[src/hw/ChecksumPkg.sv]
package ChecksumPkg;

    // host data word width, also half the checksum width
    localparam int WordWidth = 16;

    // one host word as held in the block RAM
    typedef logic [WordWidth-1:0] WordT;

    // second sum in the upper half, first sum in the lower half
    typedef logic [2*WordWidth-1:0] SumT;

    // fletcher modulus, both sums stay in 0 .. 65534
    localparam int unsigned FletcherMod = 65535;

    // scanner sequence
    typedef enum logic [1:0] {
        // waiting for start
        ScanIdle,
        // issuing reads and collecting returned words
        ScanRead,
        // letting the second sum settle
        ScanDrain,
        // result captured, done high
        ScanDone
    } ScanStateT;

endpackage

[src/hw/BlockFill.sv]
`timescale 1ns/1ps

module BlockFill #(
    parameter int Depth = 256
) (
    input  logic                       clk,
    input  logic                       rst,
    input  logic                       clear,
    input  logic                       wrStrobe,
    input  ChecksumPkg::WordT          wrData,
    output logic                       fillReq,
    output logic [$clog2(Depth)-1:0]   fillAddr,
    output ChecksumPkg::WordT          fillData,
    output logic [$clog2(Depth+1)-1:0] count,
    output logic                       full
);
    localparam int AddrWidth  = $clog2(Depth);
    localparam int CountWidth = $clog2(Depth+1);

    // strobe turned into an actual write
    logic accept;

    // block holds Depth words at most
    assign full = (count == CountWidth'(Depth));

    // strobes while full are dropped
    // clear takes precedence over a same-cycle strobe
    assign accept = wrStrobe && !full && !clear;

    // request, address and data all in the strobe cycle
    assign fillReq  = accept;
    assign fillAddr = count[AddrWidth-1:0];
    assign fillData = wrData;

    // words land at 0, 1, 2, ... so count doubles as the write pointer
    always_ff @(posedge clk) begin
        if (rst) begin
            count <= '0;
        end else if (clear) begin
            count <= '0;
        end else if (accept) begin
            count <= count + 1'b1;
        end
    end
endmodule

[config.mk]
export PLATFORM = sky130hd
export DESIGN_NAME = BlockFill
export DESIGN_NICKNAME = d
export VERILOG_FILES = /design/src/hw/ChecksumPkg.sv /design/src/hw/BlockFill.sv
export SDC_FILE = /design/constraint.sdc
export NUM_CORES = 1
export LEC_CHECK = 0
export BUFFER_PORTS_ARGS = -buffer_cell sky130_fd_sc_hd__buf_2
export CAP_MARGIN = 20
export CORE_MARGIN = 2
export CORE_UTILIZATION = 40
export CTS_CLUSTER_DIAMETER = 200
export DETAILED_ROUTE_END_ITERATION = 10
export PLACE_DENSITY = 0.82
export SLEW_MARGIN = 10
export SYNTH_ARGS = -nofsm -noshare
export SYNTH_HDL_FRONTEND = slang
export SYNTH_SLANG_ARGS = --single-unit
[constraint.sdc]
create_clock -name clk -period 4.5 [get_ports clk]
set_clock_uncertainty 0.2 [all_clocks]
set_input_delay 0 -clock clk [delete_from_list [all_inputs] [get_ports clk]]
set_output_delay 0 -clock clk [all_outputs]
set_load 0.03 [all_outputs]
==> impl_metrics.tcl <==
set metrics [dict create \
    cp_cell_sequence "inv_1, ha_1, nor4b_1, and2_1, nor3b_1, buf_2" \
    grt_pass1_vias 541 \
    min_period_ps 1962 \
    finalCritPeriodShare 0.4360 \
    cts_setup_buffers 0 \
    hold_end "count[8]" \
    synth.distinct_cells 26 \
    dp_cells 93 \
    core_um2 1541 \
    hp-start "count[8]" \
    synth_top_flop_cell "dfxtp_1" \
    cp-end-kind "primary output" \
    leakagePower_nw 0.3977 \
    cpPeakStageDelay_ps 440 \
    clk-insertion-delay-late_ps 260 \
    ys_ff_latch 9 \
    worst_setup_path_start_kind "flip-flop" \
    rows 14 \
    synth_edf_count 0 \
    drive_gt1_frac 0.2970 \
    fp.dieW_um 45.06 \
    cts_resized 0 \
    io_pins 55 \
    drc 0 \
    power_density_nw_per_um2 223.5 \
    vdd_ir_drop_max_mv 0.1051 \
    crit_family "simple AND/OR/NAND/NOR gates" \
    drv_cap 0 \
    routed_wl_um 1419 \
    largest_reg_flops 9 \
    synth_area_per_cell_um2 8.326 \
    finalSetupViolations 0 \
    die_y_um 45.06 \
    clk_pin_slew_ps 60 \
    final_cell_count_no_fill 117 \
    die-area_um2 2030 \
    start_util 0.4375 \
    yosys.area.top_type "dfxtp_1" \
    diodes 0 \
    dr.pass1.iters 4 \
    regMostFlops "count" \
    drtIter0Drc 13 \
    vias 621 \
    critPathBufInv 2 \
    grt_pass1_wl_um 2083 \
    synthToLayoutAreaGrowth_pct 24.86 \
    grt_max_degree 11 \
    wire_per_inst_um 12.13 \
    clock_sinks 9 \
    crit_slowest_cell "nor4b_1" \
    hold_ws_ps 285.9 \
    power.total_mw 0.1882 \
    slew_violations 0 \
    slew_headroom 0.6189 \
    outcome "finished, final reports clean" \
    critPathKind "flip-flop to primary output" \
    ys_seq_area_frac 0.2672 \
    grt.overflow.total 0 \
    gr-usage-all-layers 0.1410 \
    hold_depth 2 \
    setup_tns_ps 0 \
    worst-endpoint-required_ps 4300 \
    nets 124 \
    r2r-start "count[1]" \
    rsz0062_at_grt "no" \
    routed_via_density 5.308 \
    crit_fanout 7 \
    syn-num-nets 103 \
    synthMostInstantiatedCell "buf_4" \
    min_path_type "flip-flop to flip-flop" \
    yosys.area.top_type_share 0.2672 \
    numCtsBuffers 3 \
    io_buffers 22 \
    worstSetupStartpoint "count[0]" \
    tightest_slew_ps 563.7 \
    ant_nets 0 \
    ys_warn_count 0 \
    netlist_area_um2 674.4 \
    synth_area_leaders "dfxtp_1 27%, buf_4 27%, a21oi_1 4.5%" \
    clk_path_buf_depth 2 \
    dp_hpwl_um 956 \
    r2r_setup_slack_ps 2850 \
    yosys-top-cells-count "24 x buf_4, 9 x dfxtp_1, 8 x nand2_1" \
    hold_viol 0 \
    cts_tree "built" \
    rr_endpoint "count[6]" \
    antenna_found_initial 0 \
    fmax_ghz 0.5096 \
    root_buffer "clkbuf_4" \
    crit_arrival_ps 1760 \
    cts.htree.levels 1 \
    synthCells 81 \
    largestRegisters "count x9" \
    ys_async_sr_fraction 0 \
    place_congestion 0.7609 \
    ff2ff_path_depth 4 \
]
## routing by layer
| layer | GRT usage | share of wire |
|---|---|---|
| met5 | 0 | 0 |
| met4 | 0.07059 | 0.018 |
| met3 | 0.02400 | 0.099 |
| met2 | 0.2714 | 0.49 |
| met1 | 0.1422 | 0.39 |
## worst max-delay path by stage
stage	endpoint	slack, ps	cells after the start
2_1_floorplan	fillReq	2220	5
3_3_place_gp	fillReq	2910	6
3_5_place_dp	fillReq	2820	6
4_1_cts	fillReq	2530	6
5_1_grt	fillReq	2450	6
6_report	fillReq	2540	6
## power breakdown
part,total (mW),internal (mW),switching [mW]
Sequential,0.0813,0.0803,0.000993
Clock,0.0627,0.0342,0.0285
Combinational,0.0442,0.0170,0.0272
Total,0.188,0.131,0.0567
## worst register-to-register path, cell delays in order, from the launching register on
cell	delay, ps
dfxtp_1	440
ha_1	280
nand3_1	110
or3_2	420
a21oi_1	150
## through the flow
| stage | worst slack, ps | util | area, µm² |
|---|---|---|---|
| finish | 2538 | 0.5463 | 842.1 |
| global route | 2448 | 0.5463 | 842.1 |
| CTS | 2532 | 0.5463 | 842.1 |
| detailed placement | 2818 | 0.3994 | 615.6 |
| global placement | 2905 | 0.3994 | 615.6 |
| floorplan | 2221 | - | 674.4 |
## placed cells by master, fill, tap and decap left out, drive strengths merged, types with 2 or more instances in the layout
cell type     n
buf          22
ha            2
or3           3
nor2          2
clkbuf        4
inv           2
dfxtp         9
nand2         8
dlygate4sd3  20
or4           2
o31ai         2
nand3         3
mux2i         2
a21oi         6
nor4b         2
o21ai         3
## layout make-up
type	instances	area [µm²]
Sequential cell	9	180.2
Fill cell	151	699.4
Inverter	2	7.507
Clock buffer	4	26.28
Tap cell	16	20.02
Timing Repair Buffer	42	310.3
Multi-Input combinational cell	44	297.8
## what timing repair did
item | in CTS | in global routing
hold endpoints to repair | 25 | 0
endpoints found under the setup margin | 0 | 0
hold buffers | 20 | 0
## logic make-up (layout without fill, tap and decap cells)
family / Yosys count / after routing / share of synthesized area
flip-flops: 9 / 9 / 0.2672
AND/OR/NAND/NOR: 26 / 26 / 0.2431
XOR/XNOR: 1 / 1 / 0.01299
AO/OA/AOI/OAI: 13 / 13 / 0.1187
multiplexers: 2 / 2 / 0.02969
buffers and inverters: 28 / 48 / 0.2913
adder cells (fa/ha/maj): 2 / 2 / 0.03710
No activity file was read; power rests on OpenSTA's default activity.
