**config.mk**
```make
export PLATFORM = sky130hd
export DESIGN_NAME = BlockRam
export DESIGN_NICKNAME = d
export VERILOG_FILES = /design/src/hw/ChecksumPkg.sv /design/src/hw/BlockRam.sv
export SDC_FILE = /design/constraint.sdc
export NUM_CORES = 2
export LEC_CHECK = 0
export BUFFER_PORTS_ARGS = -buffer_cell sky130_fd_sc_hd__buf_2
export CAP_MARGIN = 10
export CORE_UTILIZATION = 57
export DETAILED_ROUTE_END_ITERATION = 10
export PLACE_DENSITY = 0.73
export REMOVE_ABC_BUFFERS = 1
export SLEW_MARGIN = 15
export SYNTH_ARGS = -nofsm -noshare
export SYNTH_HDL_FRONTEND = slang
export SYNTH_SLANG_ARGS = --single-unit
```
**constraint.sdc**
```tcl
create_clock -name clk -period 3.1 [get_ports clk]
set_input_delay 0.155 -clock clk [delete_from_list [all_inputs] [get_ports clk]]
set_output_delay 0.155 -clock clk [all_outputs]
set_load 0.1 [all_outputs]
```
**src/hw/ChecksumPkg.sv**
```systemverilog
package ChecksumPkg;

    // host data word width, also half the checksum width
    localparam int WordWidth = 16;

    // one host word as held in the block RAM
    typedef logic [WordWidth-1:0] WordT;

    // second sum in the upper half, first sum in the lower half
    typedef logic [2*WordWidth-1:0] SumT;

    // fletcher modulus, both sums stay in 0 .. 65534
    localparam int unsigned FletcherMod = 65535;

    // scanner sequence
    typedef enum logic [1:0] {
        // waiting for start
        ScanIdle,
        // issuing reads and collecting returned words
        ScanRead,
        // letting the second sum settle
        ScanDrain,
        // result captured, done high
        ScanDone
    } ScanStateT;

endpackage

```
**src/hw/BlockRam.sv**
```systemverilog
`timescale 1ns/1ps

module BlockRam #(
    parameter int Depth = 256
) (
    input  logic                     clk,
    input  logic                     we,
    input  logic [$clog2(Depth)-1:0] addr,
    input  ChecksumPkg::WordT        wrData,
    output ChecksumPkg::WordT        rdData
);
    import ChecksumPkg::*;

    // block storage, contents undefined until written
    WordT mem [Depth];

    // single port, write and read share the address
    always_ff @(posedge clk) begin
        if (we) begin
            mem[addr] <= wrData;
        end
    end

    // registered read, one cycle latency
    // a write cycle returns the old word, which nobody consumes
    always_ff @(posedge clk) begin
        rdData <= mem[addr];
    end
endmodule

```
==> results.txt <==
----------------------------------------------------
[Outcome]
  Outcome ... complete, no violations

[Worst setup path]
  Crit path DAT ... 3.85 ns
  CP Launch Type ... flip-flop
  Maximum single-stage delay on the critical path ... 1.15 ns
  Critical path depth in cells ... 6
  Critical R2R Capture ... rdData[9]$_DFF_P_
  Worst r2r src ... mem[160][9]$_DFFE_PP_
  Crit path max-delay cell type ... o41ai_2
  Crit-path leading delay family ... compound AO/OA/AOI/OAI gates
  Required time at the worst-slack endpoint ... 3.91 ns
  Series of cell instances along the critical path ... mux4_2 -> a22oi_1 -> a21oi_1 -> o41ai_2 -> buf_4 -> nand4_1
  Buf/Inv on CP ... 1
  Kind of end point of the critical path ... flip-flop
  Crit Path Category ... reg2reg
  Worst r2r path cells ... 6
  Setup slack, reg-to-reg ... 0.06 ns
  Max FO, Critical Path ... 1

[Synth]
  Yosys synthesis warning count ... 0
  Gate count of the mapped netlist ... 6727
  Part of the Yosys area used for sequential elements ... 79.36%
  Per-instance average area after synthesis ... 23.10 um2
  Synth Register Bits ... 4112
  Cell area after synthesis ... 0.1554 mm2
  Count of distinct cell types in the synthesized netlist ... 22

[Timing]
  Highest clock frequency the design can meet ... 328.7 MHz
  Final Max Slew Viols ... 0
  Final critical path time including I/O delays and setup ... 3.042 ns
  Remaining max-slew budget at the tightest pin ... 16.75%
  Final Hold Violating Endpoints ... 0
  Worst clock skew ... 0.07173 ns
  Tightest Pin Transition ... 1.235 ns
  Finish-stage setup viols ... 0
  RSZ-0062 raised after global routing ... no
  Period Utilization, post-route ... 98.13%

[Hold path]
  Worst min-delay path category ... in2reg
  Terminating pin of the worst hold path ... rdData[12]$_DFF_P_
  HP Start ... addr[7]
  Instance count along the most critical hold path ... 6

[Layout]
  Post-layout net count ... 7538
  Area growth syn-to-layout ... 15.39%
  End-of-flow core utilization ... 66.17%
  Layout cell share with drive strength beyond 1 ... 31.38%
  Filler instances ... 16490

[Drt]
  Final wirelength ... 405400 um
  Final antenna-violating net count ... 0
  Iteration-0 DRC Markers ... 12590
  First-pass DRT Iterations ... 6
  Wire per inst ... 35.48 um
  Vias per std cell ... 6.872
  Total via count after detailed routing ... 78520
  Remaining design rule violation count ... 0

[Placement]
  Sum of net half-perimeters after detailed placement ... 237900 um
  Gpl congestion ... 0.8799
  Count of input and output buffers ... 41

[Pwr]
  Static leakage ... 0.05615 uW
  Cell-internal power ... 90940 uW
  Total power per unit cell area ... 646.1 mW/mm2
  Share of power burned in the clock network ... 41.9%
  Sequential share of power ... 53.0%
  Peak supply drop ... 0.6872 mV
  Post-layout power ... 115900 uW
  Comb power frac ... 5.1%
  Fraction of power spent switching nets ... 21.51%
  Net switching power figure ... 24930 uW

[Floorplanning]
  Die extent in x ... 524.1 um
  # rows ... 191
  Initial cell density of the core ... 57.34%
  Top-level I/O count ... 42
  Die extent in y ... 524.1 um
  Core region area ... 0.2710 mm2
  Die outline area ... 0.2747 mm2

[Global route]
  Antenna violations before repair ... 26
  Combined global-route utilization of all metal layers ... 29.85%
  Overflow left after global routing ... 0
  Vias in the first global route ... 78580
  Maximum number of pins on one net before global-route repair ... 147
  Wire length of the first global-routing pass ... 576600 um

[Clocking]
  Cells resized by post-CTS repair ... 0
  TritonCTS Buffers ... 398
  Clock sink count ... 4112
  Clock root buffer ... clkbuf_16
  Clk pin slew, worst setup/hold paths ... 0.06 ns
  Level count of the clock H-tree ... 5
  Worst skew pair latency ... 0.98 ns
  Buffer levels on the longest clock path ... 4
  Clock tree from TritonCTS ... built

[Run]
  Maximum Capacitance Violations ... 0

----------------------------------------------------
## per-layer routing
layer  global-route usage, %  vias to the layer above  routed length, um
met5                       0                        -                175
met4                   12.05                       28              17790
met3                   6.600                      872              49510
met2                   46.25                     5711             193400
met1                   41.94                    41310             144600
li1                        -                    30600                  -
## power groups by stage
stage	Sequential, uW	Clock [uW]	Combinational [uW]
finish	61400	48600	5880
global route	61400	50900	6080
CTS	61400	48900	5850
floorplan	62700	0	2120
detailed placement	62600	0	5780
global placement	62600	0	5650
## metrics by stage
step | TNS (ns) | instances | setup WS, ns | hold WS (ns) | area (um2)
2_1_floorplan | - | 6307 | -9.743 | 0.2539 | 153500
3_3_place_gp | -6.312 | 10660 | -1.091 | 0.5987 | 166000
3_5_place_dp | -3.480 | 10660 | -0.6148 | 0.6092 | 166000
4_1_cts | 0 | 11420 | 0.1212 | 0.006850 | 179300
5_1_grt | 0 | 11420 | 0.1150 | 0.06935 | 179300
6_report | 0 | 11430 | 0.05811 | 0.07388 | 179300
## cell families (layout without fill, tap and decap cells)
family                 Yosys count  in the layout  synth area share [%]
AOI/OAI and AO/OA              832            832                 3.659
buffers and inverters          421           1540                 1.238
DFF                           4112           4112                 79.36
muxes                         1024           1024                 14.84
other                            0             10                     0
and+or+nand+nor                338            338                0.9074
## timing repair
action                                 4_1_cts  5_1_grt
endpoints found under the hold margin     2061        0
buffers inserted                             0        0
hold buffers                                18        0
## synth_stat cells
library cell / number / area [um2]
edfxtp_1: 4096 / 123000
mux4_2: 1024 / 23060
a22oi_1: 512 / 3844
a21oi_1: 256 / 1281
clkbuf_1: 249 / 934.7
nor2_1: 232 / 870.8
buf_2: 76 / 380.4
o41ai_1: 64 / 560.5
buf_1: 54 / 202.7
nor3_1: 30 / 150.1
nand2_1: 28 / 105.1
buf_6: 25 / 281.5
buf_4: 16 / 120.1
dfxtp_1: 16 / 320.3
nand4_1: 16 / 100.1
nand3_1: 13 / 65.06
nor2b_1: 7 / 43.79
nand2b_1: 6 / 37.54
and2_1: 3 / 18.77
or2_2: 2 / 12.51
inv_1: 1 / 3.750
or3_1: 1 / 6.260
## sequential cells by signal, summed over array words and instances, names as in the netlist
signal and flops:
mem 4096, rdData 16
## tightest hold or removal path, delay by kind of cell
family                 cells  cell delay, ns
buffers and inverters      3            0.51
AND/OR/NAND/NOR            2            0.18
AO/OA/AOI/OAI              1            0.09
## worst max path at each step
stage,start,endpoint,slack [ns]
global placement,addr[0],rdData[13]$_DFF_P_,-1.09
CTS,mem[45][11]$_DFFE_PP_,rdData[11]$_DFF_P_,0.12
floorplan,addr[3],mem[133][0]$_DFFE_PP_,-9.74
finish,mem[160][9]$_DFFE_PP_,rdData[9]$_DFF_P_,0.06
detailed placement,addr[0],rdData[11]$_DFF_P_,-0.61
global route,mem[163][9]$_DFFE_PP_,rdData[9]$_DFF_P_,0.11
## placed cells by master (no fill, tap or decap), types with 68 or more instances in the layout
cell and n:
nor2_1 212, buf_4 615, a22oi_1 512, clkinv_1 90, edfxtp_1 4096, clkbuf_16 400, a21oi_1 256, buf_12 131
mux4_2 1024, clkinv_2 68, clkbuf_1 87
## final cells by class
| class | instances | area, um2 | share of cell area, % |
|---|---|---|---|
| inverter | 1 | 3.754 | 0.002093 |
| clock buffer | 488 | 10350 | 5.772 |
| antenna | 10 | 25.02 | 0.01395 |
| tap | 3570 | 4467 | 2.491 |
| timing repair buffer | 805 | 7795 | 4.347 |
| sequential | 4112 | 123300 | 68.77 |
| multi-input combinational | 2194 | 30640 | 17.09 |
| clock inverter | 246 | 2723 | 1.518 |
(Power assumes the default switching activity.)
