===== src/hw/ChecksumPkg.sv =====
package ChecksumPkg;

    // host data word width, also half the checksum width
    localparam int WordWidth = 16;

    // one host word as held in the block RAM
    typedef logic [WordWidth-1:0] WordT;

    // second sum in the upper half, first sum in the lower half
    typedef logic [2*WordWidth-1:0] SumT;

    // fletcher modulus, both sums stay in 0 .. 65534
    localparam int unsigned FletcherMod = 65535;

    // scanner sequence
    typedef enum logic [1:0] {
        // waiting for start
        ScanIdle,
        // issuing reads and collecting returned words
        ScanRead,
        // letting the second sum settle
        ScanDrain,
        // result captured, done high
        ScanDone
    } ScanStateT;

endpackage


===== src/hw/RamArbiter.sv =====
`timescale 1ns/1ps

module RamArbiter #(
    parameter int Depth = 256
) (
    input  logic                     clk,
    input  logic                     rst,
    input  logic                     fillReq,
    input  logic [$clog2(Depth)-1:0] fillAddr,
    input  ChecksumPkg::WordT        fillData,
    input  logic                     scanReq,
    input  logic [$clog2(Depth)-1:0] scanAddr,
    output logic                     scanGrant,
    output logic                     rdValid,
    output logic                     ramWe,
    output logic [$clog2(Depth)-1:0] ramAddr,
    output ChecksumPkg::WordT        ramWrData
);
    // fill always wins the port
    assign ramWe = fillReq;

    // scan only gets the port when fill is quiet
    assign scanGrant = scanReq && !fillReq;

    // address mux, owner of the port drives it
    assign ramAddr = fillReq ? fillAddr : scanAddr;

    // write data only meaningful during a fill write
    assign ramWrData = fillReq ? fillData : '0;

    // granted read comes back one cycle later
    always_ff @(posedge clk) begin
        if (rst) begin
            rdValid <= 1'b0;
        end else begin
            rdValid <= scanGrant;
        end
    end
endmodule


===== config.mk =====
export PLATFORM = sky130hd
export DESIGN_NAME = RamArbiter
export DESIGN_NICKNAME = d
export VERILOG_FILES = /design/src/hw/ChecksumPkg.sv /design/src/hw/RamArbiter.sv
export SDC_FILE = /design/constraint.sdc
export NUM_CORES = 1
export LEC_CHECK = 0
export ABC_AREA = 1
export BUFFER_PORTS_ARGS = -buffer_cell sky130_fd_sc_hd__buf_2
export CORE_UTILIZATION = 22
export DETAILED_ROUTE_END_ITERATION = 16
export GPL_TIMING_DRIVEN = 1
export PLACE_DENSITY = 0.87
export SLEW_MARGIN = 20
export SYNTH_ARGS = -nofsm -noshare
export SYNTH_HDL_FRONTEND = slang
export SYNTH_SLANG_ARGS = --single-unit

===== constraint.sdc =====
create_clock -name clk -period 0.8 [get_ports clk]
set_input_delay 0.04 -clock clk [delete_from_list [all_inputs] [get_ports clk]]
set_output_delay 0.04 -clock clk [all_outputs]
set_load 0.02 [all_outputs]

==> results.py, run 1 <==
metrics = {
    "detailed_routing": {
        "routed-wl-met2_um": 540,
        "route.antenna.remaining_nets": 0,
        "first_pass_iters": 2,
        "detail_route.drc_violations": 0,
        "route.final.wire_length_um": 1010,
        "drt-wirelength-per-cell_um": 7.29,
        "avgViaCountPerCell": 3.95,
        "vias": 549,
        "detail_route.iter0.violations": 3,
        "wl_met3_um": 145,
        "wl_met1_um": 328,
        "routed.top_layer": "met3",
    },
    "timing": {
        "timing.final.setup_violations": 0,
        "finalCritPeriodShare": 0.849,
        "final.setup.worst_slack_ns": 0.121,
        "worst_tran_pin_value_ns": 0.149,
        "rsz0062_at_grt": "false",
        "clock.fmax_mhz": 1470,
        "finalMaxSlewViolations": 0,
        "finalSetupTns_ns": 0,
        "hold-worst-slack_ns": 0.199,
        "timing.slew.headroom": 0.900,
        "number_of_endpoints_with_negative_hold_slack_in_the_final_report": 0,
        "period_needed_ns": 0.679,
    },
    "final_layout": {
        "largest-register": "rdValid",
        "fillerInstances": 114,
        "fin_nets": 163,
        "largest_register_ff_count": 1,
        "post_route_cells_drive_above_1_share": 0.520,
        "fin_util": 0.522,
        "syn2layout_area_growth_pct": 109,
        "antenna_cells_inserted": 0,
        "largest_registers": "rdValid (1)",
    },
    "power": {
        "p_leak_uw": 0.000531,
        "power.ir.vdd_worst_mv": 0.219,
        "power_density_nw_per_um2": 697,
    },
    "floorplanning": {
        "die_x_um": 38.2,
        "pin_count": 63,
        "core_area_sq_um": 1160,
        "row_count": 12,
        "initial_core_util": 0.250,
        "floorplan.die.height_um": 38.2,
        "fp.dieArea_sq_um": 1460,
    },
    "clocking": {
        "clk_transition_reported_paths_ns": 0,
        "postCtsHoldBufs": 0,
        "cells_resized_by_post_cts_repair": 0,
        "cts_post_setup_buffers_inserted": 0,
    },
    "placed_design": {
        "hpwlAfterDp_um": 927,
        "buffer_ports.inserted": 62,
        "pre_cts_ws_ns": 0.113,
        "gp_congestion": 0.739,
    },
    "worst_setup_path": {
        "critical_path_arrival_ns": 0.64,
        "endpoint_kind": "primary output",
        "worstSetupPathType": "primary input to primary output",
        "crit_required_ns": 0.76,
        "worstPathMaxFanout": 10,
        "cp-startpoint": "fillReq",
        "startpoint_type": "primary input",
    },
    "yosys": {
        "yosysTopAreaCellShare": 0.532,
        "most_area_hungry_cell_type_in_the_yosys_netlist": "nand2_1",
        "syn-num-nets": 101,
        "netlist_area_sq_um": 289,
        "synth_cell_types": 7,
        "seq_area_frac_synth": 0.0693,
        "ys.warnings.count": 0,
        "synthCells": 65,
        "postSynthAreaPerCell_sq_um": 4.45,
        "yosys_register_bits": 1,
        "netlist_top_cells_area": "nand2_1 53%, inv_1 22%, buf_6 12%",
    },
    "global_routing": {
        "grt_max_degree": 14,
        "global_route.usage.total": 0.118,
        "antenna_violations_before_repair": 0,
        "first_global_vias": 417,
        "grt.overflow.total": 0,
        "grt_first_pass_wirelength_um": 1320,
    },
    "min_path": {
        "hold_start": "rst",
        "holdCritPathClass": "primary input to flop",
    },
    "job": {
        "timing.max_cap.violations": 0,
    },
    "status": {
        "run_status": "finished clean",
    },
}
[per-layer routing]
| layer | vias to the layer above | track usage |
|---|---|---|
| li1 | 295 | - |
| met1 | 216 | 0.0903 |
| met2 | 38 | 0.288 |
| met3 | 0 | 0.0116 |
| met4 | 0 | 0.0179 |
| met5 | - | 0 |
[cell usage in the layout, fill, tap and decap left out]
cell / synthesis / routed
nor2_1: 1 / 1
buf_12: 0 / 1
inv_1: 17 / 17
buf_2: 0 / 62
buf_4: 1 / 1
nand2_1: 41 / 41
inv_4: 1 / 1
dfxtp_1: 1 / 1
[cells in the mapped netlist, drive strengths merged]
cell   count
inv       18
dfxtp      1
nand2     41
nor2       1
buf        4
[stage by stage]
step	total power [uW]	area (sq um)	instances
after floorplan	264	289	65
after global placement	418	603	139
after detailed placement	423	603	139
after CTS	424	603	139
after global routing	456	603	139
final	420	603	139
[power by group]
group	switching [uW]	internal [uW]	total [uW]
Clock	0	0	0
Combinational	211	156	367
Sequential	0.353	52.9	53.3
Total	211	209	420
[area by class of cell]
cell class | instances | area, sq um | area share
repair buffers | 64 | 338 | 0.560
flip-flops and latches | 1 | 20.0 | 0.0332
multi-input cells | 42 | 158 | 0.261
well taps | 14 | 17.5 | 0.0290
inverters | 18 | 70.1 | 0.116
[worst paths after layout]
path                  endpoint  cells past startpoint  slack [ns]
setup / recovery  ramWrData[9]                      5        0.12
hold / removal         rdValid                      2        0.20
[critical path, cell delays in order]
cell and delay (ns):
buf_2 0.17, buf_4 0.18, nand2_1 0.05, inv_1 0.05, buf_2 0.15
[kinds of logic (layout without fill, tap and decap cells)]
kind of cell           Yosys count  count (layout)  synth area share
flip-flops                       1               1            0.0693
AND/OR/NAND/NOR                 42              42             0.545
buffers and inverters           22              82             0.385
Power figures use the tool's default switching activity.
==> run 2, diff against run 1 <==
ABC_AREA = 0   (was 1)
CORE_AREA = 2 2 39 41   (was default)
CORE_UTILIZATION = default   (was 22)
DIE_AREA = 0 0 41 43   (was default)
PLACE_DENSITY = 0.84   (was 0.87)
==> run 2 against run 1 <==
  * Global-route usage shrank 1.5 points
  * Die area up 21%
  * Combinational power shrank 2%
  * Sequential share of layout area grew 0.14 points
  * Synthesized area down 8.2%
  * Critical path depth shrank 2
  * Sequential cell count is the same
  * Worst hold slack better by 0.0045 ns
  * Sequential power barely moved
  * Synthesized cell count decreased by 52%
==> results.py, run 2 <==
metrics = {
    "status": {
        "run_status": "finished clean",
    },
    "worst_setup_path": {
        "cp_cell_sequence": "buf_4 > mux2_2 > buf_2",
        "crit_required_ns": 0.76,
        "critical_path_arrival_ns": 0.71,
        "endpoint_kind": "primary output",
        "worst_stage_delay_on_the_critical_path_ns": 0.34,
        "worstPathMaxFanout": 13,
        "critical-path-slowest-cell": "mux2_2",
        "startpoint_type": "primary input",
        "worst_path_dominant_cell_family": "multiplexers",
        "worst-path-buf-inv": 2,
        "number_of_gates_on_the_worst_path_with_buffers_counted": 3,
        "worstSetupPathType": "primary input to primary output",
    },
    "yosys": {
        "synth_async_sr_flop_share": 0,
        "post_synth_and_or_nand_nor_area_fraction": 0.429,
        "ys.warnings.count": 0,
        "number_of_synthesized_flops_with_an_enable_pin": 0,
        "netlist_top_cells_area": "and2_1 38%, mux2_2 25%, mux2_4 11%",
        "synth_top_family_by_area": "simple AND/OR/NAND/NOR gates",
        "netlist_area_sq_um": 265,
        "post_synthesis_share_of_cell_area_spent_on_xor_and_xnor_gates": 0,
        "yosys_register_bits": 1,
        "postSynthAreaPerCell_sq_um": 8.56,
        "seq_area_frac_synth": 0.0755,
        "synth-compound-area-share": 0,
        "synth_adder_area_share": 0,
        "most_area_hungry_cell_type_in_the_yosys_netlist": "and2_1",
        "dominant_register_cell_in_the_synthesized_netlist": "dfxtp_1",
        "synth_cell_types": 9,
        "multiplexer_fraction_of_the_synthesized_cell_area": 0.368,
        "syn-num-nets": 67,
        "synthTopCellsByCount": "16 x and2_1, 6 x mux2_2, 2 x buf_6, 2 x mux2_4",
        "synthCells": 31,
        "yosysTopAreaCellShare": 0.377,
        "synthMostInstantiatedCell": "and2_1",
    },
    "floorplanning": {
        "die_x_um": 41,
        "floorplan.die.height_um": 43,
        "pin_count": 63,
        "initial_core_util": 0.192,
        "fp.dieArea_sq_um": 1760,
        "row_count": 14,
        "core_area_sq_um": 1380,
    },
    "detailed_routing": {
        "first_pass_iters": 2,
        "detail_route.iter0.violations": 2,
        "detail_route.drc_violations": 0,
        "vias": 408,
        "route.antenna.remaining_nets": 0,
        "drt-wirelength-per-cell_um": 8.82,
        "avgViaCountPerCell": 3.81,
        "route.final.wire_length_um": 944,
    },
    "power": {
        "power.ir.vdd_worst_mv": 0.273,
        "total_power_uw": 411,
        "combinationalPowerShare": 0.870,
        "share_seq_of_total_power": 0.130,
        "p_leak_uw": 0.000364,
        "power.share.clock": 0,
        "power_density_nw_per_um2": 709,
        "power.net_switching_uw": 183,
        "power_report.internal_total_uw": 228,
        "switching_fraction": 0.444,
    },
    "final_layout": {
        "fillerInstances": 149,
        "syn2layout_area_growth_pct": 118,
        "antenna_cells_inserted": 0,
        "mostFrequentLayoutCell": "buf_2",
        "area.sequential_sq_um": 20.0,
        "largest_registers": "rdValid (1)",
        "largest-register": "rdValid",
        "final_cells": 107,
        "area_taken_by_multi_input_logic_gates_sq_um": 211,
        "layout.cells.most_common_list": "61 x buf_2, 16 x and2_1, 6 x mux2_2, 3 x buf_4, 2 x mux2_4",
        "fin_nets": 129,
        "largest_register_ff_count": 1,
        "post_route_cells_drive_above_1_share": 0.791,
    },
    "min_path": {
        "holdCritPathClass": "primary input to flop",
        "hold_path_stages": 2,
    },
    "timing": {
        "period_needed_ns": 0.748,
        "finalSetupTns_ns": 0,
        "finalMaxSlewViolations": 0,
        "finalCritPeriodShare": 0.935,
        "timing.final.setup_violations": 0,
        "number_of_endpoints_with_negative_hold_slack_in_the_final_report": 0,
        "rsz0062_at_grt": "false",
        "worst_tran_pin_value_ns": 0.142,
        "clock.fmax_mhz": 1340,
        "timing.slew.headroom": 0.905,
        "final.setup.worst_slack_ns": 0.0523,
    },
    "global_routing": {
        "grt.overflow.total": 0,
        "grt_max_degree": 14,
        "antenna_violations_before_repair": 0,
        "first_global_vias": 345,
        "grt_first_pass_wirelength_um": 1410,
        "global_route.usage.total": 0.103,
    },
    "job": {
        "timing.max_cap.violations": 0,
    },
    "clocking": {
        "cts_post_setup_buffers_inserted": 0,
        "postCtsHoldBufs": 0,
        "clk_transition_reported_paths_ns": 0,
    },
    "placed_design": {
        "dp.cells": 107,
        "pre_cts_ws_ns": -0.0420,
        "gp_congestion": 0.647,
        "buffer_ports.inserted": 62,
        "hpwlAfterDp_um": 865,
    },
}
## run 2: path summary, 6_finish.rpt
check / startpoint / to / slack [ns]
hold / removal: rst / rdValid / 0.20
setup / recovery: fillReq / ramAddr[1] / 0.05
## run 2: logic make-up after synthesis
group / count (synthesis)
multiplexers: 8
buffers and inverters: 4
flip-flops: 1
AND/OR/NAND/NOR: 18
## run 2: power groups by stage
stage               registers, uW  logic [uW]  clock network, uW
floorplan                    56.0         209                  0
global placement             53.3         353                  0
detailed placement           53.4         359                  0
CTS                          53.4         361                  0
global route                 53.6         387                  0
finish                       53.3         358                  0
## run 2: metrics by stage
step | cell area [sq um] | hold slack, ns | util
detailed placement | 577 | 0.209 | 0.417
CTS | 579 | 0.207 | 0.419
floorplan | 265 | 0.116 | -
global placement | 577 | 0.202 | 0.417
finish | 579 | 0.203 | 0.419
global route | 579 | 0.220 | 0.419
## run 2: what timing repair did
action,in CTS,in global routing
resized for setup,1,0
hold endpoints to repair,0,0
endpoints found under the setup margin,8,0
## run 2: layout make-up
type / count / area share
Sequential cell: 1 / 0.0346
Tap cell: 16 / 0.0346
Timing Repair Buffer: 64 / 0.566
Multi-Input combinational cell: 26 / 0.365
## run 2: routing by layer
metal	wire [um]	GRT usage
met5	0	0
met1	371	0.130
met4	0	0
met2	507	0.194
met3	66	0
