[src/hw/ChecksumPkg.sv]
package ChecksumPkg;

    // host data word width, also half the checksum width
    localparam int WordWidth = 16;

    // one host word as held in the block RAM
    typedef logic [WordWidth-1:0] WordT;

    // second sum in the upper half, first sum in the lower half
    typedef logic [2*WordWidth-1:0] SumT;

    // fletcher modulus, both sums stay in 0 .. 65534
    localparam int unsigned FletcherMod = 65535;

    // scanner sequence
    typedef enum logic [1:0] {
        // waiting for start
        ScanIdle,
        // issuing reads and collecting returned words
        ScanRead,
        // letting the second sum settle
        ScanDrain,
        // result captured, done high
        ScanDone
    } ScanStateT;

endpackage

[src/hw/FletcherChecksum.sv]
`timescale 1ns/1ps

module FletcherChecksum (
    input  logic              clk,
    input  logic              rst,
    input  logic              clear,
    input  logic              en,
    input  ChecksumPkg::WordT din,
    output ChecksumPkg::SumT  dout
);
    import ChecksumPkg::*;

    // word plus one carry bit
    typedef logic [WordWidth:0] WideT;

    localparam WideT Mod = WideT'(FletcherMod);

    // raw running sums, may sit one modulus too high
    WideT aSum;
    WideT bSum;
    // sums after the overflow fold
    WideT aFold;
    WideT bFold;
    // second sum trails the first by one cycle
    logic enPrev;

    // subtract on overflow
    // a single step covers it since both addends are below Mod
    assign aFold = (aSum >= Mod) ? aSum - Mod : aSum;
    assign bFold = (bSum >= Mod) ? bSum - Mod : bSum;

    always_ff @(posedge clk) begin
        if (rst) begin
            aSum   <= '0;
            bSum   <= '0;
            enPrev <= 1'b0;
        end else if (clear) begin
            // new block starts from zero
            aSum   <= '0;
            bSum   <= '0;
            enPrev <= 1'b0;
        end else begin
            enPrev <= en;
            if (en) begin
                aSum <= aFold + {1'b0, din};
            end else begin
                aSum <= aFold;
            end
            // picks up the first sum written on the previous edge
            if (enPrev) begin
                bSum <= bFold + aFold;
            end else begin
                bSum <= bFold;
            end
        end
    end

    assign dout = {bFold[WordWidth-1:0], aFold[WordWidth-1:0]};
endmodule

[config.mk]
export PLATFORM = sky130hd
export DESIGN_NAME = FletcherChecksum
export DESIGN_NICKNAME = d
export VERILOG_FILES = /design/src/hw/ChecksumPkg.sv /design/src/hw/FletcherChecksum.sv
export SDC_FILE = /design/constraint.sdc
export NUM_CORES = 1
export LEC_CHECK = 0
export ABC_AREA = 1
export ABC_CLOCK_PERIOD_IN_PS = 7600
export BUFFER_PORTS_ARGS = -buffer_cell sky130_fd_sc_hd__buf_2
export CORE_MARGIN = 4
export CORE_UTILIZATION = 44
export DETAILED_ROUTE_END_ITERATION = 8
export GPL_TIMING_DRIVEN = 0
export PLACE_DENSITY = 0.72
export SYNTH_ARGS = -nofsm -noshare
export SYNTH_HDL_FRONTEND = slang
export SYNTH_SLANG_ARGS = --single-unit
export TNS_END_PERCENT = 5
[constraint.sdc]
create_clock -name clk -period 7.6 [get_ports clk]
set_input_delay 1.52 -clock clk [delete_from_list [all_inputs] [get_ports clk]]
set_output_delay 1.52 -clock clk [all_outputs]
set_load 0.03 [all_outputs]
==> reports/metrics.cfg, run 1 <==
[sta]
fmax_mhz=207
whs_ns=0.664
period_needed_ns=4.82
maxSlewHeadroom=0.428
timing.setup.tns_ns=0
finalCritPeriodShare=0.634
hold_viol=0
fin_ws_ns=2.78
worst_slew_pin_slew_ns=0.836
final-setup-viol-count=0
rsz0062_at_grt=no
fin_skew_ns=0.00331
slew_viol_final=0

[setup_path]
crit_type=flip-flop to primary output
start_kind=flip-flop
crit_required_ns=6.08
crit_arrival_ns=3.30
worstPathCellList=ha_1 -> nand2_1 -> nor2_1 -> nand3_1 -> nor3_1 -> ha_1 -> nor2_1 -> buf_1 -> a21oi_2 -> nand4_1 -> or2_1 -> xor2_1 -> buf_2
reg2reg_setup_slack_ns=3.07
critPathMaxFanout=10
rr_endpoint=bSum[15]
worstReg2RegStart=bSum[1]
setup.worst_path.end_class=primary output
r2r_cells=22
crit_path_top_delay_cell=dfxtp_1
max_stage_delay_ns=0.37

[clock_tree]
clockRootBuffer=clkbuf_8
cts_tree=built
cts_setup_buffers=0
cts_resized=0
numCtsBuffers=5
cts_sinks=35
htree_levels=2
insertion_delay_ns=0.29
path_clk_slew_ns=0.07
clockBufferDepth=2
holdBufCountCts=0

[detailed_routing]
drt_iter0_markers=255
wl_mm=12.0
vias=4703
ant_nets=0
wl_per_cell_microns=13.3
drt-pass1-iter-count=6
post-route-drc-count=0
via_per_inst=5.21

[logic_synthesis]
yosys.area.top_type=dfxtp_1
synthCells=714
synth_top_area_frac=0.162
async_flop_share=0
ys.flop_type=dfxtp_1
synth.area.top_cells=dfxtp_1 16%, nand2_1 16%, inv_1 11%
synth_cell_types=41
ys_warn_count=0
synth_edf_count=0
synth_fp_nets=766
synth.avg_cell_area_sq_um=6.07
syn_area_sq_um=4330
ys_seq_elements=35
seq_area_frac_synth=0.162

[pwr]
ir_drop_uv=51.6
clkPwrFrac=0.272
pwr-share-comb=0.319
seqPwrFrac=0.408
powerDensity_nw_per_um2=99.9
leakagePower_uw=0.00278
netSwitchingFraction=0.368
p_int_uw=305
p_sw_uw=178

[floorplan]
io_pins=52
core_area_sq_um=9420
die_h_microns=107
die-width_microns=107
rows=35
die-area_sq_um=11500
start_util=0.460

[global_routing]
grt_first_pass_wirelength_mm=19.9
grt_pass1_vias=4285
antenna_found_initial=0
gr-total-overflow=0
grt_use_total=0.212
grt_max_degree=11

[finish]
final_common_cell=nand2_1
fin_util=0.513
drive_gt1_frac=0.163
fin_area_sq_um=4830
area_growth_pct=11.5
diodes=0
layout_common_cells=180 x nand2_1, 131 x inv_1, 60 x nand3_1, 51 x buf_2, 44 x nor2_1
layout.nets=824

[hold_path]
hp-start=enPrev
whs_path_depth=2
holdPathEnd=bSum[0]
hold_class=flip-flop to flip-flop

[place]
place_hpwl_mm=10.1
place_congestion=0.915
dpl_cell_area_sq_um=4750
dpl_worst_slack_ns=3.09
io_buffer_count=51

[outcome]
run_status=finished clean

[run]
maxCapViolCount=0

## power by group through the flow
stage	clock (uW)	combinational, uW	sequential (uW)
final	132	154	197
after detailed placement	0	153	201
after global placement	0	151	201
after global routing	144	173	198
after floorplan	0	115	199
after CTS	134	155	197
## worst max-delay path: cells and delay by family, from the launching register on
kind                     cells  cell delay, ns
buffers and inverters        2            0.51
AND/OR/NAND/NOR              7            1.19
adder cells (fa/ha/maj)      2            0.36
XOR/XNOR                     1            0.28
AO/OA/AOI/OAI                1            0.28
flip-flops                   1            0.37
## how the worst max path moves through the flow
stage | from | endpoint | slack (ns)
after floorplan | bSum[1] | dout[31] | 3.54
after global placement | bSum[0] | dout[31] | 3.20
after detailed placement | bSum[1] | dout[31] | 3.09
after CTS | bSum[1] | dout[31] | 2.78
after global routing | bSum[1] | dout[29] | 2.42
final | bSum[1] | dout[31] | 2.78
## Yosys cell counts, types with 2 or more instances
cell type and instances:
ha_1 32, a21oi_2 5, o221a_2 3, clkbuf_1 7, xor2_1 28, nor2_1 44, a211oi_1 2, nand3_2 5
inv_2 3, inv_1 131, nor2_2 7, a21boi_0 4, o21ai_1 2, nand2_2 26, o21ai_0 20, dfxtp_1 35
o21bai_1 5, nor3_1 16, o211ai_1 7, clkinv_1 2, o21ai_2 2, a31oi_1 9, nand4_1 10, nand3_1 60
nand3b_1 4, buf_6 3, nor2_4 6, xnor2_1 6, nand2_4 5, nand2_1 180, a21oi_1 35
## layout make-up
class | count | area (sq um)
Clock inverter | 1 | 5.00
Fill cell | 1011 | 4580
Multi-Input combinational cell | 531 | 3050
Clock buffer | 7 | 76.3
Sequential cell | 35 | 701
Inverter | 136 | 510
Buffer | 12 | 71.3
Timing Repair Buffer | 51 | 255
Tap cell | 129 | 161
## per-layer routing
layer  GRT usage  part of all wire
met5           0                 0
met2       0.360              0.47
met3      0.0222             0.046
met4      0.0575             0.019
met1       0.285              0.47
## cell families after synthesis
logic type      Yosys count  share of synthesized area
simple gates            366                      0.399
flops                    35                      0.162
fa+ha+maj                32                     0.0924
buf+inv                 148                      0.134
xor+xnor                 34                     0.0687
compound gates           99                      0.144
## registers in the layout (all words and copies together) (netlist names)
signal  cells
aSum       17
bSum       17
enPrev      1
## stage by stage
| step | total power [uW] | instances |
|---|---|---|
| 6_report | 483 | 902 |
| 5_1_grt | 515 | 902 |
| 4_1_cts | 485 | 902 |
| 3_5_place_dp | 355 | 894 |
| 3_3_place_gp | 352 | 894 |
| 2_1_floorplan | 314 | 714 |
No activity file was read; power rests on OpenSTA's default activity.
==> inputs of run 2 (changes only) <==
Settings changed: ABC_AREA 1 to 0, ABC_CLOCK_PERIOD_IN_PS 7600 to 4400, PLACE_DENSITY 0.72 to 0.75.
Clock period 7.6 ns to 4.4 ns, I/O delays scaled along.
==> reports/metrics.cfg, run 2 <==
[pwr]
p_int_uw=532  ; +74%
ir_drop_uv=115  ; +120%
netSwitchingFraction=0.344  ; -0.0241
power.total_uw=810  ; +68%
pwr-share-comb=0.296  ; -0.023
clkPwrFrac=0.285  ; +0.013
leakagePower_uw=0.00205  ; -26%
seqPwrFrac=0.419  ; +0.011
powerDensity_nw_per_um2=182  ; +82%
p_sw_uw=278  ; +57%

[sta]
fmax_mhz=227
final-setup-viol-count=1  ; +1
rsz0062_at_grt=yes
fin_skew_ns=0.00525  ; +0.00194 ns
maxSlewHeadroom=0.491  ; +0.0622
worst_slew_pin_slew_ns=0.761  ; -0.0745 ns
fin_ws_ns=-0.00666  ; -2.79 ns
slew_viol_final=0  ; unchanged
hold_viol=0  ; unchanged
finalCritPeriodShare=1.00
period_needed_ns=4.41

[detailed_routing]
met2_length_mm=4.83  ; -14%
wl_met1_mm=4.82  ; -14%
post-route-drc-count=0  ; unchanged
vias=3777  ; -20%
drt-pass1-iter-count=5  ; -1
drt_iter0_markers=188  ; -26%
wl_mm=10.4  ; -13%
via_per_inst=5.82  ; +12%
top_layer=met4
wl_per_cell_microns=16.1  ; +20%
ant_nets=0  ; unchanged
routed-wl-met3_microns=546  ; -0.73%

[logic_synthesis]
syn_area_sq_um=3680  ; -15%
synth_top_area_frac=0.190  ; +0.0285
synthCells=474  ; -34%
ys_seq_elements=35  ; unchanged
synth.area.top_cells=dfxtp_1 19%, ha_1 11%, xnor2_1 7.4%
synth_cell_types=68  ; +66%
ys_warn_count=0  ; unchanged
seq_area_frac_synth=0.190  ; +0.0285
synth.avg_cell_area_sq_um=7.77  ; +28%
yosys.area.top_type=dfxtp_1
async_flop_share=0  ; unchanged
synth_edf_count=0  ; unchanged
synth.most_common_cell=nor2_1
synth_fp_nets=526  ; -31%
synth_common_cells=61 x nor2_1, 47 x nand2_1, 35 x dfxtp_1
ys.flop_type=dfxtp_1

[setup_path]
cp-startpoint=aSum[5]
start_kind=flip-flop
worstReg2RegStart=aSum[5]
rr_endpoint=aSum[16]
setup.worst_path.end_class=flip-flop
crit_required_ns=4.56  ; -1.52 ns
r2r_cells=20  ; -9.1%
reg2reg_setup_slack_ns=-0.007  ; -3.08 ns
crit_type=flip-flop to flip-flop
worstPathCellList=nand4_4 -> nor2_4 -> nand3_4 -> nor4_4 -> ha_2 -> nor2_2 -> a21oi_2 -> nand4_1 -> nor2_2 -> xor2_2 -> ha_4 -> nor2b_1 -> o21ai_0 -> nand2b_1 -> a2111oi_2 -> o211ai_1 -> a31oi_2 -> a21oi_2 -> xor2_1 -> nor2_1
max_stage_delay_ns=0.48  ; +0.11 ns
critPathMaxFanout=7  ; -3
crit_arrival_ns=4.57  ; +1.27 ns
crit_end=aSum[16]
crit_path_top_delay_cell=dfxtp_1

[place]
dp.cells=630  ; -30%
place_congestion=0.903  ; -1.4%
io_buffer_count=51  ; unchanged
place_hpwl_mm=7.82  ; -22%

[clock_tree]
htree_levels=2  ; unchanged
clockBufferDepth=2  ; unchanged
insertion_delay_ns=0.29  ; about the same
clockRootBuffer=clkbuf_8
cts_sinks=35  ; unchanged
numCtsBuffers=5  ; unchanged
path_clk_slew_ns=0.07  ; about the same
cts_tree=built

[hold_path]
hold_class=flip-flop to flip-flop

[finish]
top_regs=aSum x17, bSum x17, enPrev x1
area_growth_pct=20.6
diodes=0  ; unchanged
final_common_cell=nor2_1
drive_gt1_frac=0.237  ; +0.0741
layout.nets=595  ; -28%
layout_common_cells=55 x nor2_1, 52 x buf_2, 46 x nand2_1, 33 x dfxtp_1, 30 x xnor2_1
fin_cells=649  ; -28%

[global_routing]
gr-total-overflow=0  ; unchanged
grt_pass1_vias=3571  ; -17%
grt_first_pass_wirelength_mm=16.7  ; -16%
grt_use_total=0.206  ; -0.00618
antenna_found_initial=0  ; unchanged
grt_max_degree=11  ; unchanged

[outcome]
violations=negative setup slack
run_status=finished with violations

[floorplan]
start_util=0.451  ; -0.00961
die-area_sq_um=9900  ; -14%
core_area_sq_um=8180  ; -13%
die_h_microns=99.5  ; -7.2%
io_pins=52  ; unchanged
die-width_microns=99.5  ; -7.2%
rows=33  ; -5.7%

[run]
maxCapViolCount=0  ; unchanged

run 2: cell count changes in the layout (fill, tap and decap cells not counted), moves of 11 or more:
cell	delta
a211oi_1	+11
a21o_1	+17
buf_4	+12
inv_1	-118
nand2_1	-134
nand2_2	-24
nand3_1	-43
nor2_1	+11
xnor2_1	+24
run 2: layout make-up:
cell class | instances | area [sq um]
buffer | 13 | 57.6
clock buffer | 7 | 76.3
clock inverter | 1 | 5.00
fill | 761 | 3730
inverter | 13 | 48.8
multi-input combinational | 412 | 3080
sequential | 35 | 703
tap | 105 | 131
timing repair buffer | 63 | 345
run 2: kinds of logic after synthesis:
| group | after synthesis | synth area share |
|---|---|---|
| xor gates and xnor gates | 58 | 0.143 |
| and+or+nand+nor | 195 | 0.266 |
| muxes | 6 | 0.0166 |
| AOI/OAI and AO/OA | 120 | 0.244 |
| buffers and inverters | 27 | 0.0289 |
| DFF | 35 | 0.190 |
| adders and majority gates | 33 | 0.112 |
run 2: worst min path at each step:
stage	start	endpoint	slack (ns)	cells after the start
2_1_floorplan	enPrev	bSum[14]	0.67	3
3_3_place_gp	bSum[14]	bSum[14]	0.64	3
3_5_place_dp	bSum[14]	bSum[14]	0.64	3
4_1_cts	bSum[14]	bSum[14]	0.65	3
5_1_grt	bSum[14]	bSum[14]	0.69	3
6_report	bSum[14]	bSum[14]	0.65	3
run 2: what timing repair did:
item                       CTS  global route
pin swaps                    8            14
setup endpoints to repair    5            18
setup buffers                6             6
gates resized for setup     14            26
hold buffers                 0             0
run 2: routing by layer:
metal  track usage  vias to the layer above
li1              -                     1864
met1         0.282                     1769
met2         0.335                      121
met3        0.0351                       23
met4        0.0525                        0
met5             0                        -
run 2: per-stage QoR:
stage               worst slack [ns]  utilization  cell area, sq um  hold slack [ns]  TNS [ns]
detailed placement            -0.321        0.501              4090            0.637    -0.857
floorplan                    -0.0435            -              3710            0.666   -0.0435
global route                 -0.0815        0.544              4440            0.693    -0.269
global placement              -0.294        0.501              4090            0.641    -0.772
finish                      -0.00666        0.544              4440            0.647  -0.00666
CTS                         0.000230        0.522              4270            0.653         0
run 2: critical path, delay by kind of cell (launching register included):
| kind | cells | cell delay (ns) |
|---|---|---|
| adder cells (fa/ha/maj) | 2 | 0.50 |
| AO/OA/AOI/OAI | 6 | 1.33 |
| AND/OR/NAND/NOR | 10 | 1.56 |
| flip-flops | 1 | 0.48 |
| XOR/XNOR | 2 | 0.41 |
run 2: power by group through the flow:
stage | combinational (uW) | sequential (uW) | clock, uW
final | 240 | 339 | 231
after global routing | 262 | 341 | 244
after CTS | 228 | 337 | 232
after detailed placement | 220 | 345 | 0
after global placement | 216 | 344 | 0
after floorplan | 166 | 342 | 0
