==> src/hw/ChecksumPkg.sv <==
package ChecksumPkg;

    // host data word width, also half the checksum width
    localparam int WordWidth = 16;

    // one host word as held in the block RAM
    typedef logic [WordWidth-1:0] WordT;

    // second sum in the upper half, first sum in the lower half
    typedef logic [2*WordWidth-1:0] SumT;

    // fletcher modulus, both sums stay in 0 .. 65534
    localparam int unsigned FletcherMod = 65535;

    // scanner sequence
    typedef enum logic [1:0] {
        // waiting for start
        ScanIdle,
        // issuing reads and collecting returned words
        ScanRead,
        // letting the second sum settle
        ScanDrain,
        // result captured, done high
        ScanDone
    } ScanStateT;

endpackage

==> src/hw/BlockScan.sv <==
`timescale 1ns/1ps

module BlockScan #(
    parameter int Depth = 256
) (
    input  logic                       clk,
    input  logic                       rst,
    input  logic                       start,
    input  logic [$clog2(Depth+1)-1:0] count,
    input  logic                       scanGrant,
    input  logic                       rdValid,
    input  ChecksumPkg::SumT           sumIn,
    output logic                       scanReq,
    output logic [$clog2(Depth)-1:0]   scanAddr,
    output logic                       sumClear,
    output logic                       sumEn,
    output logic                       busy,
    output logic                       done,
    output ChecksumPkg::SumT           checksum
);
    import ChecksumPkg::*;

    localparam int AddrWidth  = $clog2(Depth);
    localparam int CountWidth = $clog2(Depth+1);

    ScanStateT state;

    // block length frozen at start
    logic [CountWidth-1:0] len;
    // reads granted so far
    logic [CountWidth-1:0] issued;
    // words back from the RAM so far
    logic [CountWidth-1:0] returned;
    // second drain cycle
    logic drainLast;
    // final word arriving this cycle
    logic lastWord;

    assign lastWord = rdValid && (returned + 1'b1 == len);

    // keep asking until every word has been granted
    assign scanReq  = (state == ScanRead) && (issued != len);
    assign scanAddr = issued[AddrWidth-1:0];

    // core cleared on the same edge that accepts start
    assign sumClear = (state == ScanIdle) && start;
    assign sumEn    = (state == ScanRead) && rdValid;

    assign busy = (state != ScanIdle);
    assign done = (state == ScanDone);

    always_ff @(posedge clk) begin
        if (sumClear) begin
            len <= count;
        end
    end

    always_ff @(posedge clk) begin
        if (rst) begin
            state     <= ScanIdle;
            issued    <= '0;
            returned  <= '0;
            drainLast <= 1'b0;
            checksum  <= '0;
        end else begin
            case (state)
                ScanIdle: begin
                    // start while busy never reaches here
                    if (start) begin
                        issued    <= '0;
                        returned  <= '0;
                        drainLast <= 1'b0;
                        // empty block goes straight to the drain
                        state <= (count == '0) ? ScanDrain : ScanRead;
                    end
                end
                ScanRead: begin
                    // address moves only on a granted read
                    if (scanReq && scanGrant) begin
                        issued <= issued + 1'b1;
                    end
                    if (rdValid) begin
                        returned <= returned + 1'b1;
                    end
                    if (lastWord) begin
                        state <= ScanDrain;
                    end
                end
                ScanDrain: begin
                    // two cycles for the lagging second sum
                    drainLast <= 1'b1;
                    if (drainLast) begin
                        checksum <= sumIn;
                        state    <= ScanDone;
                    end
                end
                ScanDone: begin
                    // done is high for this one cycle
                    state <= ScanIdle;
                end
                default: begin
                    state <= ScanIdle;
                end
            endcase
        end
    end
endmodule

==> config.mk <==
export PLATFORM = sky130hd
export DESIGN_NAME = BlockScan
export DESIGN_NICKNAME = d
export VERILOG_FILES = /design/src/hw/ChecksumPkg.sv /design/src/hw/BlockScan.sv
export SDC_FILE = /design/constraint.sdc
export NUM_CORES = 1
export LEC_CHECK = 0
export CAP_MARGIN = 20
export CORE_UTILIZATION = 36
export CTS_CLUSTER_SIZE = 14
export DETAILED_ROUTE_END_ITERATION = 8
export DONT_BUFFER_PORTS = 1
export GPL_TIMING_DRIVEN = 0
export SYNTH_ARGS = -nofsm -noshare
export SYNTH_HDL_FRONTEND = slang
export SYNTH_SLANG_ARGS = --single-unit
export TNS_END_PERCENT = 1
==> constraint.sdc <==
create_clock -name clk -period 2.5 [get_ports clk]
set_input_delay 0.125 -clock clk [delete_from_list [all_inputs] [get_ports clk]]
set_output_delay 0.125 -clock clk [all_outputs]
set_load 0.02 [all_outputs]
==> results of run 1 <==
-- per-layer routing --
layer / vias to the layer above / track usage, % / share of wire [%]
met3: 8 / 6.98 / 8.0
met2: 88 / 28.7 / 46
met5: - / 0 / 0
met1: 1143 / 22.1 / 45
met4: 0 / 5.47 / 1.2
li1: 1288 / - / -
-- flip-flops by register name (all words and copies together), names as in the netlist --
signal,count
drainLast,1
issued,9
state,2
len,9
returned,9
checksum,32
-- stage by stage --
step / util [%] / std cells
after floorplan: - / 349
after global placement: 39.3 / 451
after detailed placement: 39.3 / 451
after CTS: 47.4 / 510
after global routing: 47.7 / 510
final: 47.7 / 510
-- logic make-up (layout without fill, tap and decap cells) --
logic type	after synthesis	count (layout)
adders and majority gates	7	7
AOI/OAI and AO/OA	68	68
buffers and inverters	35	94
xor gates and xnor gates	28	28
DFF	62	62
muxes	1	1
and+or+nand+nor	148	148
-- cells in the mapped netlist, types with 7 or more instances --
library cell / instances
a21oi_1: 45
buf_4: 8
clkbuf_1: 13
dfxtp_1: 53
edfxtp_1: 9
ha_1: 7
inv_1: 11
nand2_1: 74
nand4_1: 10
nor2_1: 23
o21ai_0: 9
xnor2_1: 7
xor2_1: 20
-- layout by cell type (no fill, tap or decap), types with 2 or more instances in the layout --
cell,synthesis,routed
edfxtp_1,9,9
xor2_1,20,20
nand3_1,5,5
and3_4,2,2
clkbuf_8,0,11
clkbuf_1,13,12
and3_1,5,5
o21ai_1,2,2
dlygate4sd3_1,0,43
o21ai_0,9,9
nor2_1,23,22
nor3_1,4,4
or3_1,5,5
a31oi_1,2,2
and4_1,2,2
buf_4,8,8
ha_1,7,6
inv_1,11,11
nand2_1,74,74
nor4_1,4,4
xnor2_1,7,7
clkinvlp_4,0,2
dfxtp_1,53,53
a32oi_1,2,2
and2_1,5,5
buf_6,3,3
nand4_1,10,10
a21oi_1,45,44
-- final cells by class --
cell class | instances | area [µm²]
flip-flops and latches | 62 | 1330
inverters | 11 | 41.3
fillers | 776 | 4110
clock inverters | 5 | 56.3
clock buffers | 11 | 151
plain buffers | 24 | 144
repair buffers | 43 | 430
well taps | 102 | 128
multi-input cells | 252 | 1460
-- timing repair --
item / 4_1_cts / 5_1_grt
resized for setup: 2 / 7
hold buffers: 43 / 0
setup endpoints to repair: 7 / 12
endpoints found under the hold margin: 45 / 0
-- worst paths after layout --
check / from / end / slack (ps) / cells past startpoint
max: returned[0]$_SDFFE_PP0P_ / state[0]$_SDFFE_PP0P_ / 140 / 7
min: start / drainLast$_SDFFE_PP0P_ / 50 / 3
max reg2reg: returned[0]$_SDFFE_PP0P_ / state[0]$_SDFFE_PP0P_ / 140 / 7
min reg2reg: returned[8]$_SDFFE_PP0P_ / returned[8]$_SDFFE_PP0P_ / 510 / 2
-- power by group --
group	internal [mW]	total [mW]	switching (mW)
logic	0.244	0.677	0.433
clock network	0.513	0.921	0.408
registers	1.09	1.17	0.0806
-- worst max-delay path, stage by stage (launching register included) --
cell and delay (ps):
dfxtp_1 450, ha_2 310, and3_4 220, and3_4 200, xnor2_1 70, or4_4 540
mux2i_1 130, a311o_1 320
==> summary.md, run 1 <==
| Metric | Value |
|---|---|
| Crit-path max FO | `8` |
| Yosys reg bits | `62` |
| Congestion Overflow GR | `0` |
| Die Wd | `between 90 and 100 µm` |
| Worst Setup End Kind | `flip-flop` |
| Top cells by area, synth | `dfxtp_1 36%, nand2_1 9.4%, edfxtp_1 9.2%` |
| Pre-CTS setup slack | `-163 ps` |
| Setup_tns | `0 ps` |
| CP startpoint kind | `flip-flop` |
| Total GRT Usage | `17.9%` |
| Final #Nets | `456` |
| Clk buf depth | `2` |
| Hold Fails Final Rpt | `0` |
| Drc violations | `0` |
| Top FF cell, synth | `dfxtp_1` |
| Worst-Margin Slew | `between 600 and 700 ps` |
| N_diodes | `0` |
| Fin area | `3740 µm²` |
| Synth warn | `0` |
| Power Total | `2.77 mW` |
| Syn avg cell area | `approximately 8.5 µm²` |
| Final ANT Viol Nets | `0` |
| Post-synthesis compound-gate area fraction | `12.9%` |
| I/O pin total | `slightly above 90` |
| Status | `completed` |
| Fin crit share | `between 90 and 100%` |
| PortBufs | `0` |
| Largest family of logic cells by synthesized area | `simple AND/OR/NAND/NOR gates` |
| Vias per cell | `approximately 5.0` |
| Rows | `32` |
| Syn nets | `about 400` |
| Netlist Area Pre-Place | `between 2000 and 3000 µm²` |
| Die height | `a little over 90 µm` |
| Vias in the first global route | `2,494` |
| Max-capacitance violation count | `0` |
| Later-pin clock latency in the skew report | `350 ps` |
| Placed instance area | `~3100 µm²` |
| Mux contribution to synthesized area | `0.339%` |
| CTS Buf Count | `9` |
| Post-synth EDFFs | `9` |
| Synthesized-area fraction occupied by adder cells | `under 10%` |
| Final setup viols | `0` |
| Yosys top cell area share | `around 36%` |
| Routed wire length | `around 7300 µm` |
| CTS tree | `built` |
| Setup ws final | `135 ps` |
| Post-synthesis cell type count | `44` |
| Slew Viols, Final | `0` |
| Initial DRC Count | `91` |
| Fmax | `roughly 0.42 GHz` |
| Detailed Place HPWL | `4990 µm` |
| Pwr Density | `739 nW/µm²` |
| Layout cells sized above 1 | `10.0%` |
| Routed WL per cell | `~14 µm` |
| Slew HR | `55.7%` |
| Clock Skew | `about 15 ps` |
| Initial Utilization | `37.6%` |
| Worst-path clk slew | `approximately 70 ps` |
| Die area | `8570 µm²` |
| CP arrival | `approximately 2600 ps` |
| CTS H-tree lvls | `3` |
| Register area share after synthesis | `between 40 and 50%` |
| Setup CP Type | `flip-flop to flip-flop` |
| CTS root buffer | `clkbuf_8` |
| Lkg Pwr | `approximately 1.4 nW` |
| DRT Pass-1 Iters | `4` |
| WP data required | `approximately 2700 ps` |
| Gate Count Post-Synth | `approximately 350` |
| GPL Wtd Cong | `about 0.76` |
| Post-synth top area cell | `dfxtp_1` |
| Async SR Flop Fraction | `0%` |
| Minimum clock period | `approximately 2400 ps` |
| Area Overhead vs Synth | `26.7%` |
| Largest net degree at the start of global routing | `12` |
| First-pass GRT wire length | `around 12,000 µm` |
| Via count | `around 2,500` |
| # clock sinks | `between 60 and 70` |
| Hold Path Class | `primary input to flip-flop` |
| Post-synthesis xor/xnor area fraction | `between 8 and 9%` |
| Peak VDD IR | `~340 µV` |
| Synthesized-area fraction occupied by and/or/nand/nor cells | `23.9%` |
| Hold Slack | `about 50 ps` |
| RSZ-0062 raised after global routing | `no` |
| Area of the core | `~7800 µm²` |
| Initial antenna violation count | `0` |
| Setup bufs post-CTS | `0` |
(Power assumes the default switching activity.)
==> run 2: changes to the inputs <==
Settings changed: PLACE_DENSITY from default to 0.54.
==> run 2 against run 1 <==
Clock power increased by 1%. Setup slack got worse by 26 ps. Cell area decreased by 0.10%. Flip-flop and latch count unchanged. Count of clock-buffer cells in the layout decreased by 1. Final cell count unchanged. Die area unchanged. Critical endpoint unchanged. Largest cell class unchanged. Highest routed layer unchanged.
==> summary.md, run 2 (synthesis gave the netlist of run 1 again) <==
| Metric | Value |
|---|---|
| Total GRT Usage | `18.4% (was 17.9%)` |
| CTS root buffer | `clkbuf_8 (unchanged)` |
| Initial Utilization | `37.6% (unchanged)` |
| CTS H-tree lvls | `3 (unchanged)` |
| DRT Pass-1 Iters | `5 (was 4)` |
| Vias per cell | `5.09 (was 4.95)` |
| Lkg Pwr | `1.39 nW (was 1.40 nW)` |
| Crit-path cells | `ha_2 -> nor3b_1 -> o21a_1 -> o31ai_1 -> or4_4 -> mux2i_1 -> a311o_1 (was ha_2 -> and3_4 -> and3_4 -> xnor2_1 -> or4_4 -> mux2i_1 -> a311o_1)` |
| Vias in the first global route | `2,527 (was 2,494)` |
| Hold Fails Final Rpt | `0 (unchanged)` |
| RSZ-0062 raised after global routing | `yes (was no)` |
| Die Wd | `92.6 µm (unchanged)` |
| Setup bufs post-CTS | `0 (unchanged)` |
| GPL Wtd Cong | `0.775 (was 0.765)` |
| Setup ws final | `110 ps (was 135 ps)` |
| CP startpoint kind | `flip-flop (unchanged)` |
| Area Overhead vs Synth | `26.5% (was 26.7%)` |
| Worst Setup End Kind | `flip-flop (unchanged)` |
| Most frequent cells in the layout | `74 x nand2_1, 53 x dfxtp_1, 44 x a21oi_1 (unchanged)` |
| Clk buf depth | `2 (unchanged)` |
| Via count | `2,594 (was 2,527)` |
| CP top delay family | `simple AND/OR/NAND/NOR gates (unchanged)` |
| Commonest non-fill, non-tap cell in the layout | `nand2_1 (unchanged)` |
| Status | `completed (unchanged)` |
| Slowest cell on the critical path | `or4_4 (unchanged)` |
| Crit-path max FO | `8 (unchanged)` |
| Congestion Overflow GR | `0 (unchanged)` |
| Worst-Margin Slew | `699 ps (was 655 ps)` |
| Initial DRC Count | `122 (was 91)` |
| Detailed Place HPWL | `5110 µm (was 4990 µm)` |
| Most flops, register | `checksum (unchanged)` |
| Rows | `32 (unchanged)` |
| Area of the core | `7850 µm² (unchanged)` |
| Pwr Density | `745 nW/µm² (was 739 nW/µm²)` |
| WP data required | `2730 ps (about the same)` |
| Routed wire length | `7750 µm (was 7290 µm)` |
| Sum of buffers and inverters on the critical path | `0 (unchanged)` |
| Fmax | `0.418 GHz (was 0.423 GHz)` |
| Later-pin clock latency in the skew report | `350 ps (about the same)` |
| Clock Skew | `12.3 ps (was 15.1 ps)` |
| Setup CP Type | `flip-flop to flip-flop (unchanged)` |
| I/O pin total | `91 (unchanged)` |
| Routed WL per cell | `15.2 µm (was 14.3 µm)` |
| Layout cells sized above 1 | `9.80% (was 10.0%)` |
| Fin crit share | `95.6% (was 94.6%)` |
| Slew HR | `52.7% (was 55.7%)` |
| Initial antenna violation count | `0 (unchanged)` |
| Drc violations | `0 (unchanged)` |
| Slew Viols, Final | `0 (unchanged)` |
| Filler cells | `779 (was 776)` |
| CTS Buf Count | `9 (unchanged)` |
| Worst-path clk slew | `70 ps (about the same)` |
| First-pass GRT wire length | `12,100 µm (was 11,900 µm)` |
| Hold Path Class | `primary input to flip-flop (unchanged)` |
| PortBufs | `0 (unchanged)` |
| Pre-CTS setup slack | `-194 ps (was -163 ps)` |
| Largest net degree at the start of global routing | `13 (was 12)` |
| N_diodes | `0 (unchanged)` |
| Minimum clock period | `2390 ps (was 2360 ps)` |
| CTS tree | `built (unchanged)` |
| Final ANT Viol Nets | `0 (unchanged)` |
| Final setup viols | `0 (unchanged)` |
| CP arrival | `2620 ps (was 2600 ps)` |
| Die area | `8570 µm² (unchanged)` |
| Power Total | `2.78 mW (was 2.77 mW)` |
| Die height | `92.6 µm (unchanged)` |
| Final #Nets | `456 (unchanged)` |
| Crit-path max cell delay | `580 ps (was 540 ps)` |
| Max-capacitance violation count | `0 (unchanged)` |
| # clock sinks | `62 (unchanged)` |
| Max FFs per register | `32 (unchanged)` |
| Peak VDD IR | `409 µV (was 339 µV)` |
run 2: cell count changes in the layout (fill, tap and decap cells not counted), sizes merged:
cell	delta
clkbuf	-1
clkinvlp	+1
run 2: what timing repair did:
action                                  4_1_cts  5_1_grt
pin swaps                                     0        0
endpoints found under the setup margin        7       11
hold buffers                                 43        0
cloned                                        0        0
endpoints found under the hold margin        45        0
resized for setup                             3        5
run 2: routing by layer:
metal	up-vias	wire [µm]	track usage, %
li1	1294	-	-
met1	1204	3600	23.6
met2	83	3460	28.8
met3	13	560	4.93
met4	0	127	8.07
met5	-	0	0
run 2: power breakdown:
part	total [mW]	switching, mW	internal, mW	leakage, nW
clock network	0.934	0.441	0.493	0.0951
logic	0.685	0.445	0.241	0.787
registers	1.16	0.0774	1.09	0.513
run 2: area by class of cell:
| type | count | area (µm²) | share of cell area, % |
|---|---|---|---|
| Multi-Input combinational cell | 252 | 1450 | 38.9 |
| Sequential cell | 62 | 1330 | 35.6 |
| Timing Repair Buffer | 43 | 430 | 11.5 |
| Buffer | 24 | 144 | 3.85 |
| Clock buffer | 10 | 138 | 3.68 |
| Tap cell | 102 | 128 | 3.42 |
| Clock inverter | 6 | 70.1 | 1.88 |
| Inverter | 11 | 41.3 | 1.11 |
run 2: through the flow:
| step | instances | utilization, % | cell area, µm² | TNS (ps) | hold slack [ps] |
|---|---|---|---|---|---|
| after floorplan | 349 | - | 2950 | 0 | 224 |
| after global placement | 451 | 39.3 | 3080 | -240 | 224 |
| after detailed placement | 451 | 39.3 | 3080 | -307 | 224 |
| after CTS | 510 | 47.5 | 3730 | 0 | 47.3 |
| after global routing | 510 | 47.6 | 3740 | -25.6 | 72.4 |
| final | 510 | 47.6 | 3740 | 0 | 63.9 |
run 2: worst min-delay path: stages:
cell and delay [ps]:
nand2_1 70, nor2_1 100, nor3_1 60
run 2: path summary, 6_finish.rpt:
path | from | end | slack, ps | cells past startpoint
worst max-delay path | returned[0]$_SDFFE_PP0P_ | state[0]$_SDFFE_PP0P_ | 110 | 7
worst min register to register | returned[8]$_SDFFE_PP0P_ | returned[8]$_SDFFE_PP0P_ | 510 | 2
worst min-delay path | start | drainLast$_SDFFE_PP0P_ | 60 | 3
worst max register to register | returned[0]$_SDFFE_PP0P_ | state[0]$_SDFFE_PP0P_ | 110 | 7
